==> src/design/memPipePkg.sv <==
/*
 * Widths and sizes of the memory pipeline slice
 * Operand-type encoding
 * Structs passed between the stages, the register file and the top level
 */
package memPipePkg;

    localparam int DATA_WIDTH = 32;
    localparam int PREG_NUM_WIDTH = 5;
    localparam int PREG_NUM = 1 << PREG_NUM_WIDTH;
    localparam int AL_PTR_WIDTH = 4;
    localparam int DMEM_WORDS = 16;
    localparam int DMEM_INDEX_WIDTH = $clog2(DMEM_WORDS);
    // Word index sits just above the byte offset
    localparam int DMEM_INDEX_LSB = 2;

    typedef enum logic [1:0] {
        OOT_REG = 2'b00,
        OOT_IMM = 2'b01,
        OOT_PC  = 2'b10
    } OpOperandType;

    // Op as it leaves the issue queue
    typedef struct packed {
        logic                      valid;
        logic                      isStore;
        OpOperandType              operandTypeA;
        OpOperandType              operandTypeB;
        logic [PREG_NUM_WIDTH-1:0] phySrcRegNumA;
        logic [PREG_NUM_WIDTH-1:0] phySrcRegNumB;
        logic                      writeReg;
        logic [PREG_NUM_WIDTH-1:0] phyDstRegNum;
        logic [DATA_WIDTH-1:0]     imm;
        logic [DATA_WIDTH-1:0]     pc;
        logic [AL_PTR_WIDTH-1:0]   activeListPtr;
    } MemIssueEntry;

    // Range is head up to tail, exclusive, modulo the active-list size
    typedef struct packed {
        logic                    valid;
        logic                    flushAll;
        logic [AL_PTR_WIDTH-1:0] headPtr;
        logic [AL_PTR_WIDTH-1:0] tailPtr;
    } FlushReq;

    typedef struct packed {
        logic [DATA_WIDTH-1:0] data;
        logic                  ready;
    } PRegData;

    typedef struct packed {
        logic                      valid;
        logic                      replay;
        logic                      isStore;
        logic                      writeReg;
        logic [PREG_NUM_WIDTH-1:0] phyDstRegNum;
        logic [DATA_WIDTH-1:0]     imm;
        logic [AL_PTR_WIDTH-1:0]   activeListPtr;
        logic [DATA_WIDTH-1:0]     operandA;
        logic [DATA_WIDTH-1:0]     operandB;
    } MemExecEntry;

    typedef struct packed {
        logic                      valid;
        logic                      replay;
        logic                      isStore;
        logic                      writeReg;
        logic [PREG_NUM_WIDTH-1:0] phyDstRegNum;
        logic [DATA_WIDTH-1:0]     addr;
        logic [DATA_WIDTH-1:0]     storeData;
        logic [AL_PTR_WIDTH-1:0]   activeListPtr;
    } MemResultEntry;

    typedef struct packed {
        logic                    valid;
        logic                    replay;
        logic                    isStore;
        logic [AL_PTR_WIDTH-1:0] activeListPtr;
        logic [DATA_WIDTH-1:0]   addr;
        logic [DATA_WIDTH-1:0]   loadData;
    } MemCompletion;

    typedef struct packed {
        logic                      valid;
        logic [PREG_NUM_WIDTH-1:0] regNum;
        logic [DATA_WIDTH-1:0]     data;
    } RegWrite;

endpackage
==> src/design/memPipeTop.sv <==
/*
 * Top level of the memory pipeline slice
 * Register-read, execute and result stages around the register file
 */
`timescale 1ns/1ps

module memPipeTop import memPipePkg::*; (
    input  logic                      clk,
    input  logic                      rstN,
    input  MemIssueEntry              issue,
    input  logic                      stall,
    input  FlushReq                   flush,
    input  logic                      allocValid,
    input  logic [PREG_NUM_WIDTH-1:0] allocReg,
    output MemCompletion              completion
);

    logic [PREG_NUM_WIDTH-1:0] srcRegNumA;
    logic [PREG_NUM_WIDTH-1:0] srcRegNumB;
    PRegData                   srcDataA;
    PRegData                   srcDataB;
    MemExecEntry               rrToExec;
    MemResultEntry             execToResult;
    RegWrite                   loadWrite;

    physRegFile regFile (
        .clk(clk), .rstN(rstN),
        .readNumA(srcRegNumA), .readNumB(srcRegNumB),
        .readDataA(srcDataA), .readDataB(srcDataB),
        .regWrite(loadWrite), .allocValid(allocValid), .allocReg(allocReg)
    );

    memRegReadStage regReadStage (
        .clk(clk), .rstN(rstN), .stall(stall), .issue(issue), .flush(flush),
        .srcRegNumA(srcRegNumA), .srcRegNumB(srcRegNumB),
        .srcDataA(srcDataA), .srcDataB(srcDataB), .nextStage(rrToExec)
    );

    memExecStage execStage (
        .clk(clk), .rstN(rstN), .stall(stall),
        .prev(rrToExec), .nextStage(execToResult)
    );

    memResultStage resultStage (
        .clk(clk), .rstN(rstN), .stall(stall), .prev(execToResult),
        .regWrite(loadWrite), .completion(completion)
    );

endmodule

==> src/design/memResultStage.sv <==
/*
 * Result stage of the memory pipe
 * 16-word data memory, load write-back and completion record
 */
`timescale 1ns/1ps

module memResultStage import memPipePkg::*; (
    input  logic          clk,
    input  logic          rstN,
    input  logic          stall,
    input  MemResultEntry prev,
    output RegWrite       regWrite,
    output MemCompletion  completion
);

    MemResultEntry pipeReg;
    logic [DATA_WIDTH-1:0] loadDataReg;
    logic [DATA_WIDTH-1:0] dataMem [DMEM_WORDS];
    logic [DMEM_INDEX_WIDTH-1:0] wordIdx;
    logic memWrite;

    assign wordIdx = prev.addr[DMEM_INDEX_LSB +: DMEM_INDEX_WIDTH];

    // Replayed stores leave memory untouched
    assign memWrite = prev.valid && prev.isStore && !prev.replay && !stall;

    always_ff @(posedge clk) begin
        if (memWrite) begin
            dataMem[wordIdx] <= prev.storeData;
        end
    end

    // Load data is read in the execute cycle and kept with its entry
    always_ff @(posedge clk) begin
        if (!stall) begin
            loadDataReg <= dataMem[wordIdx];
        end
    end

    always_ff @(posedge clk) begin
        if (!rstN) begin
            pipeReg.valid <= 1'b0;
        end else if (!stall) begin
            pipeReg <= prev;
        end
    end

    always_comb begin
        completion.valid         = pipeReg.valid && !stall;
        completion.replay        = pipeReg.replay;
        completion.isStore       = pipeReg.isStore;
        completion.activeListPtr = pipeReg.activeListPtr;
        completion.addr          = pipeReg.addr;
        completion.loadData      = loadDataReg;
    end

    always_comb begin
        regWrite.valid  = pipeReg.valid && !stall && !pipeReg.replay &&
                          !pipeReg.isStore && pipeReg.writeReg;
        regWrite.regNum = pipeReg.phyDstRegNum;
        regWrite.data   = loadDataReg;
    end

endmodule

==> src/design/memExecStage.sv <==
/*
 * Execute stage of the memory pipe
 * Address generation from base plus offset
 */
`timescale 1ns/1ps

module memExecStage import memPipePkg::*; (
    input  logic          clk,
    input  logic          rstN,
    input  logic          stall,
    input  MemExecEntry   prev,
    output MemResultEntry nextStage
);

    MemExecEntry pipeReg;

    always_ff @(posedge clk) begin
        if (!rstN) begin
            pipeReg.valid <= 1'b0;
        end else if (!stall) begin
            pipeReg <= prev;
        end
    end

    always_comb begin
        // Frozen entry must not reach the result stage twice
        nextStage.valid         = pipeReg.valid && !stall;
        nextStage.replay        = pipeReg.replay;
        nextStage.isStore       = pipeReg.isStore;
        nextStage.writeReg      = pipeReg.writeReg;
        nextStage.phyDstRegNum  = pipeReg.phyDstRegNum;
        nextStage.activeListPtr = pipeReg.activeListPtr;

        // Base plus offset
        nextStage.addr      = pipeReg.operandA + pipeReg.imm;
        nextStage.storeData = pipeReg.operandB;
    end

endmodule

==> src/design/memRegReadStage.sv <==
/*
 * Register-read stage of the memory pipe
 * Operand decode and select, selective flush check, replay on unready source
 */
`timescale 1ns/1ps

module memRegReadStage import memPipePkg::*; (
    input  logic                      clk,
    input  logic                      rstN,
    input  logic                      stall,
    input  MemIssueEntry              issue,
    input  FlushReq                   flush,
    output logic [PREG_NUM_WIDTH-1:0] srcRegNumA,
    output logic [PREG_NUM_WIDTH-1:0] srcRegNumB,
    input  PRegData                   srcDataA,
    input  PRegData                   srcDataB,
    output MemExecEntry               nextStage
);

    MemIssueEntry pipeReg;
    logic         flushHit;
    logic         inRange;
    logic         notReadyA;
    logic         notReadyB;

    function automatic logic [DATA_WIDTH-1:0] selectOperand(
        input OpOperandType          opType,
        input logic [DATA_WIDTH-1:0] regVal,
        input logic [DATA_WIDTH-1:0] immVal,
        input logic [DATA_WIDTH-1:0] pcVal
    );
        logic [DATA_WIDTH-1:0] result;
        case (opType)
            OOT_IMM: result = immVal;
            OOT_PC:  result = pcVal;
            default: result = regVal;
        endcase
        return result;
    endfunction

    always_ff @(posedge clk) begin
        if (!rstN) begin
            pipeReg.valid <= 1'b0;
        end else if (!stall) begin
            pipeReg <= issue;
        end else if (flushHit) begin
            // Held op is killed even while the pipe is frozen
            pipeReg.valid <= 1'b0;
        end
    end

    // Head-to-tail range may wrap past the end of the active list
    always_comb begin
        if (flush.headPtr <= flush.tailPtr) begin
            inRange = (pipeReg.activeListPtr >= flush.headPtr) &&
                      (pipeReg.activeListPtr < flush.tailPtr);
        end else begin
            inRange = (pipeReg.activeListPtr >= flush.headPtr) ||
                      (pipeReg.activeListPtr < flush.tailPtr);
        end
        flushHit = flush.valid && (flush.flushAll || inRange);
    end

    assign srcRegNumA = pipeReg.phySrcRegNumA;
    assign srcRegNumB = pipeReg.phySrcRegNumB;

    always_comb begin
        notReadyA = (pipeReg.operandTypeA == OOT_REG) && !srcDataA.ready;
        notReadyB = (pipeReg.operandTypeB == OOT_REG) && !srcDataB.ready;

        nextStage.valid         = pipeReg.valid && !stall && !flushHit;
        nextStage.replay        = notReadyA || notReadyB;
        nextStage.isStore       = pipeReg.isStore;
        nextStage.writeReg      = pipeReg.writeReg;
        nextStage.phyDstRegNum  = pipeReg.phyDstRegNum;
        nextStage.imm           = pipeReg.imm;
        nextStage.activeListPtr = pipeReg.activeListPtr;

        // Base may come from a register, the immediate or the PC
        nextStage.operandA = selectOperand(pipeReg.operandTypeA, srcDataA.data,
                                           pipeReg.imm, pipeReg.pc);
        // Imm is the address offset, so store data never takes it
        nextStage.operandB = selectOperand(pipeReg.operandTypeB, srcDataB.data,
                                           '0, pipeReg.pc);
    end

endmodule

==> src/design/physRegFile.sv <==
/*
 * Physical register file with one ready bit per register
 * Two combinational read ports with write-through of the load result
 */
`timescale 1ns/1ps

module physRegFile import memPipePkg::*; (
    input  logic                      clk,
    input  logic                      rstN,
    input  logic [PREG_NUM_WIDTH-1:0] readNumA,
    input  logic [PREG_NUM_WIDTH-1:0] readNumB,
    output PRegData                   readDataA,
    output PRegData                   readDataB,
    input  RegWrite                   regWrite,
    input  logic                      allocValid,
    input  logic [PREG_NUM_WIDTH-1:0] allocReg
);

    logic [DATA_WIDTH-1:0] regData [PREG_NUM];
    logic [PREG_NUM-1:0]   regReady;

    always_ff @(posedge clk) begin
        if (!rstN) begin
            for (int i = 0; i < PREG_NUM; i++) begin
                regData[i] <= '0;
            end
            regReady <= '1;
        end else begin
            if (allocValid) begin
                regReady[allocReg] <= 1'b0;
            end
            // Placed after the allocation so the write wins on a clash
            if (regWrite.valid) begin
                regData[regWrite.regNum]  <= regWrite.data;
                regReady[regWrite.regNum] <= 1'b1;
            end
        end
    end

    // Same-cycle write shows up on the read ports
    always_comb begin
        readDataA.data  = regData[readNumA];
        readDataA.ready = regReady[readNumA];
        if (regWrite.valid && regWrite.regNum == readNumA) begin
            readDataA.data  = regWrite.data;
            readDataA.ready = 1'b1;
        end
        readDataB.data  = regData[readNumB];
        readDataB.ready = regReady[readNumB];
        if (regWrite.valid && regWrite.regNum == readNumB) begin
            readDataB.data  = regWrite.data;
            readDataB.ready = 1'b1;
        end
    end

endmodule

==> config.mk <==
export PLATFORM = sky130hd
export DESIGN_NAME = memPipeTop
export DESIGN_NICKNAME = d
export VERILOG_FILES = /design/src/design/memPipePkg.sv /design/src/design/memPipeTop.sv /design/src/design/memResultStage.sv /design/src/design/memExecStage.sv /design/src/design/memRegReadStage.sv /design/src/design/physRegFile.sv
export SDC_FILE = /design/constraint.sdc
export NUM_CORES = 2
export LEC_CHECK = 0
export BUFFER_PORTS_ARGS = -buffer_cell sky130_fd_sc_hd__clkbuf_2
export CELL_PAD_IN_SITES_DETAIL_PLACEMENT = 1
export CELL_PAD_IN_SITES_GLOBAL_PLACEMENT = 1
export CORE_MARGIN = 2
export CORE_UTILIZATION = 50
export CTS_CLUSTER_SIZE = 24
export DETAILED_ROUTE_END_ITERATION = 6
export HOLD_SLACK_MARGIN = 0.03
export PLACE_DENSITY_LB_ADDON = 0.1
export SETUP_SLACK_MARGIN = 0.1
export SLEW_MARGIN = 0
export SYNTH_ARGS = -nofsm -noshare
export SYNTH_HDL_FRONTEND = slang
export SYNTH_SLANG_ARGS = --single-unit
==> constraint.sdc <==
create_clock -name clk -period 21.2 [get_ports clk]
set_input_delay 4.24 -clock clk [delete_from_list [all_inputs] [get_ports clk]]
set_output_delay 4.24 -clock clk [all_outputs]
set_load 0.02 [all_outputs]
==> results.md <==
- The run finished with clean final reports.
- The largest clock skew in the final design is roughly 0.028 ns.
- Setup repair after global routing left no endpoint under its margin.
- The largest fanout on the critical path is 7.
- The number of antenna violations at the first check in global routing was 15.
- The worst supply voltage drop on vdd is a little under 0.08 mV.
- Per report_power, the combinational group accounts for between 10% and 20% of the total.
- The most used flip-flop cell after synthesis is edfxtp_1.
- The largest single stage delay on the critical path is about 0.24 ns.
- The setup check on the worst reg-to-reg path leaves a slack of between 15 and 20 ns.
- The number of levels in the clock H-tree is 4.
- For the worst flop-to-flop path, the logic depth is 9.
- From synthesis to final layout, the design area changed by 10.41%.
- The floorplan step defined a die boundary enclosing roughly 180000 µm².
- Across all layers, the routed design uses approximately 53000 vias.
- For the worst setup path, the data required time is 16.96 ns.
- The number of hold violations in the final report is 0.
- The worst hold path passes through 0 cells.
- The net count of the mapped netlist is about 5500.
- Of the total power, the clock network draws 37.8%.
- The count of nets left with antenna violations once routing finished came out at 0.
- The cell total after placement is 7366.
- The path class of the lowest-slack min-delay path is reg2reg.
- The synthesized area per cell is ~17 µm².
- The number of endpoints failing setup at the final stage is 0.
- The setup TNS after final layout is 0 ns.
- The routed design has around 300 mm of wire.
- The longest clock path from root to sink contains 3 buffers.
- The sequential area share after synthesis is 62.51%.
- The count of yosys warnings during synthesis is 0.
- The type of the setup path with the least slack is in2out.
- The length of the first detailed-routing pass in iterations is 5.
- The worst setup path is captured at an output port.
- The detailed router finished its first iteration with about 6600 violations.
- The count of cells in the finished layout, fillers not included, comes to about 7700.
- The most frequent cell on the critical path is clkbuf_2.
- TritonCTS built the clock tree.
- The total congestion overflow is 0.
- The total routing resource utilization after global routing is between 30% and 40%.
- Clock tree synthesis inserted a total of roughly 200 buffers.
- After synthesis the netlist holds a flip-flop and latch count of 1854.
- The site row count is 154.
- At the pin with the least slew margin, the transition time is about 1.4 ns.
- The library cell used as clock root buffer is clkbuf_16.
- The design draws 9.120 mW.
- The cell-internal power is about 6.6 mW.
- The slowest cell on the critical path is nor2b_1.
- Yosys mapped the design onto 63 distinct sky130hd cell types.
- The die is around 420 µm tall.
- Port buffering added 179 buffers.
- In this run switching power makes up about 28% of total power.
- The routability congestion estimate from global placement is 0.8514.
- The peak clock frequency supported by timing is between 0.1 and 0.15 GHz.
- In this run the tightest slew margin relative to its limit is between 3 and 4%.
- The worst hold path terminates at execStage.nextStage[72].
- In this run the cell area of the synthesized design comes to 88340 µm².
- By area the synthesized netlist is led by edfxtp_1, mux4_2, and3_1.
- Subtracting the final worst setup slack from the clock period gives 9.109 ns.
- The share of the synthesized area in the top cell type is 61.49%.
- Entering global routing, the biggest net connects between 150 and 200 pins.
- The initial utilization of the core area, before any placement, comes to between 50 and 60%.
- The average wire per cell in the routed design is 38.30 µm.
- The via count normalized by instance count is 6.878.
- The number of enable-type register cells in the synthesized netlist is 1809.
- The endpoint identified for the worst register-to-register timing path is execStage.pipeReg[35].
- In the synthesized netlist the async set-or-reset flop fraction comes to 0%.
- Dividing total power by cell area gives a power density of 93.51 nW/µm².
- The switching component of the power is 2.513 mW.
- After detailed routing, the number of remaining DRC violations is 0.
- Traced cell by cell, the critical path runs through clkbuf_2 -> nor2b_1 -> clkbuf_2.
- The total leakage power is approximately 36 nW.
- Data arrives at the worst endpoint at a little under 5 ns.
- The quantity of gates resized following cts is 0.
- The final-report max-slew violation count is 0.
- The number of global-route vias before repair is between 50000 and 60000.
- Before CTS, the worst setup slack after placement is roughly 12 ns.
- After layout, the worst path uses around 43% of the clock period.
- CTS saw ~1900 sinks.
- The proportion of power drawn by flip-flops and latches is 47.2%.
- The top-level port count is 180.
- At the later pin of the worst-skew pair, clock insertion delay measures ~0.86 ns.
- The number of cells produced by synthesis is 5299.
- The number of hold-repair buffers added at the cts stage is 0.
- The number of setup buffers added after CTS is 0.
- The wire length of the first global-routing pass is approximately 420 mm.
- The die is 424.3 µm wide.
- The clock-pin slew on the worst setup and hold paths is ~0.060 ns.
- The number of max-capacitance violations reported is 0.
- The floorplan core area is 175900 µm².
- Setup slack closes at 12.09 ns.
- The synthesized design spends more area on one cell type than any other, namely edfxtp_1.
- The beginning of the worst hold path is regReadStage.nextStage[104].
- The number of nets in the final layout is between 5000 and 6000.
- The final HPWL from detailed placement is 170.2 mm.
- The share of layout cells above drive strength 1 is between 20 and 30%.
- The kind of start point of the critical path is an input pin.
[synth_stat cells (12+ instances only)]
library cell,number
edfxtp_1,1809
and3_1,777
mux4_2,760
clkbuf_1,388
and2_1,262
nand2_1,169
mux2i_1,132
nand3_1,122
buf_4,110
o21ai_0,97
o21ai_1,65
a22oi_1,64
a21oi_1,62
buf_2,59
ha_1,47
dfxtp_1,45
nor2_1,42
buf_1,37
nand2b_1,34
xnor2_1,25
nor3_1,22
inv_1,20
nor2b_1,16
xor2_1,13
mux2_2,12
[power groups by stage]
stage               registers, mW  clock network, mW  logic, mW
global placement             4.37                  0       1.34
global route                 4.31               3.61       1.43
floorplan                    4.31                  0      0.865
finish                       4.30               3.44       1.38
detailed placement           4.38                  0       1.36
CTS                          4.30               3.48       1.37
[sequential cells by signal, indices dropped and copies added, names as in the netlist, 32 cells and up, named ones only]
| signal | cells |
|---|---|
| regFile.regReady | 32 |
| resultStage.loadDataReg | 32 |
| execStage.pipeReg | 65 |
| execStage.nextStage | 44 |
| regReadStage.nextStage | 43 |
| regFile.regData | 1024 |
| regReadStage.pipeReg | 37 |
| resultStage.dataMem | 512 |
| resultStage.completion | 38 |
[routing by layer]
layer	global-route usage (%)	routed length, µm	up-vias
met5	0	101	-
met4	13.49	13120	16
met3	7.239	27190	576
met2	52.94	142600	2758
met1	44.06	113200	28741
li1	-	-	21104
[stage by stage]
step	utilization, %	cell area (µm²)	hold WS, ns
after floorplan	-	88340	0.4003
after CTS	55.44	97520	0.4210
final	55.44	97530	0.4188
after global routing	55.44	97520	0.4253
after detailed placement	51.85	91210	0.4063
after global placement	51.83	91180	0.4010
[final cells by class]
type / count / area (µm²)
Sequential cell: 1854 / 55260
Timing Repair Buffer: 339 / 2220
Inverter: 21 / 83.83
Multi-Input combinational cell: 2812 / 30720
Antenna cell: 3 / 7.507
Fill cell: 15723 / 78390
Clock buffer: 251 / 5162
Tap cell: 2340 / 2928
Clock inverter: 114 / 1152
[how the worst max path moves through the flow]
| stage | from | slack [ns] | endpoint | depth (start not counted) |
|---|---|---|---|---|
| 5_1_grt | stall | 12.07 | completion[70] | 3 |
| 3_3_place_gp | stall | 12.10 | completion[70] | 3 |
| 6_report | stall | 12.09 | completion[70] | 3 |
| 2_1_floorplan | rstN | 8.94 | flop | 3 |
| 3_5_place_dp | stall | 12.08 | completion[70] | 3 |
| 4_1_cts | stall | 12.08 | completion[70] | 3 |
[cells in the final DEF (no fill, tap or decap), types with 12 or more instances in the layout]
master     count
o21ai_1       65
and2_1       260
ha_1          46
nand2_2       12
clkbuf_1      51
a21oi_1       62
nor2b_1       13
clkbuf_16    197
bufinv_16     18
xnor2_1       24
a22oi_1       64
edfxtp_1    1809
clkbuf_2     178
dfxtp_1       35
and3_1       777
nor2_1        28
mux4_2       760
mux2i_1      131
clkinv_2      35
mux2_2        12
inv_1         18
nor3_2        17
clkinv_1      38
nand3_1      122
nand2b_1      34
buf_4        150
nor2_4        14
o21ai_0       77
nand2_1      157
o21ai_4       20
xor2_1        12
[critical path, delay by kind of cell]
kind	cells	cell delay, ns
buf+inv	2	0.38
simple gates	1	0.24
[kinds of logic (layout without fill, tap and decap cells)]
| group | Yosys count | after routing | share of synthesized area, % |
|---|---|---|---|
| xor gates and xnor gates | 40 | 40 | 0.4136 |
| and+or+nand+nor | 1470 | 1470 | 9.640 |
| other | 0 | 3 | 0 |
| adders and majority gates | 48 | 48 | 0.6884 |
| AOI/OAI and AO/OA | 350 | 350 | 2.381 |
| DFF | 1854 | 1854 | 62.51 |
| buffers and inverters | 633 | 725 | 3.337 |
| muxes | 904 | 904 | 21.03 |
No activity file was read; power rests on OpenSTA's default activity.
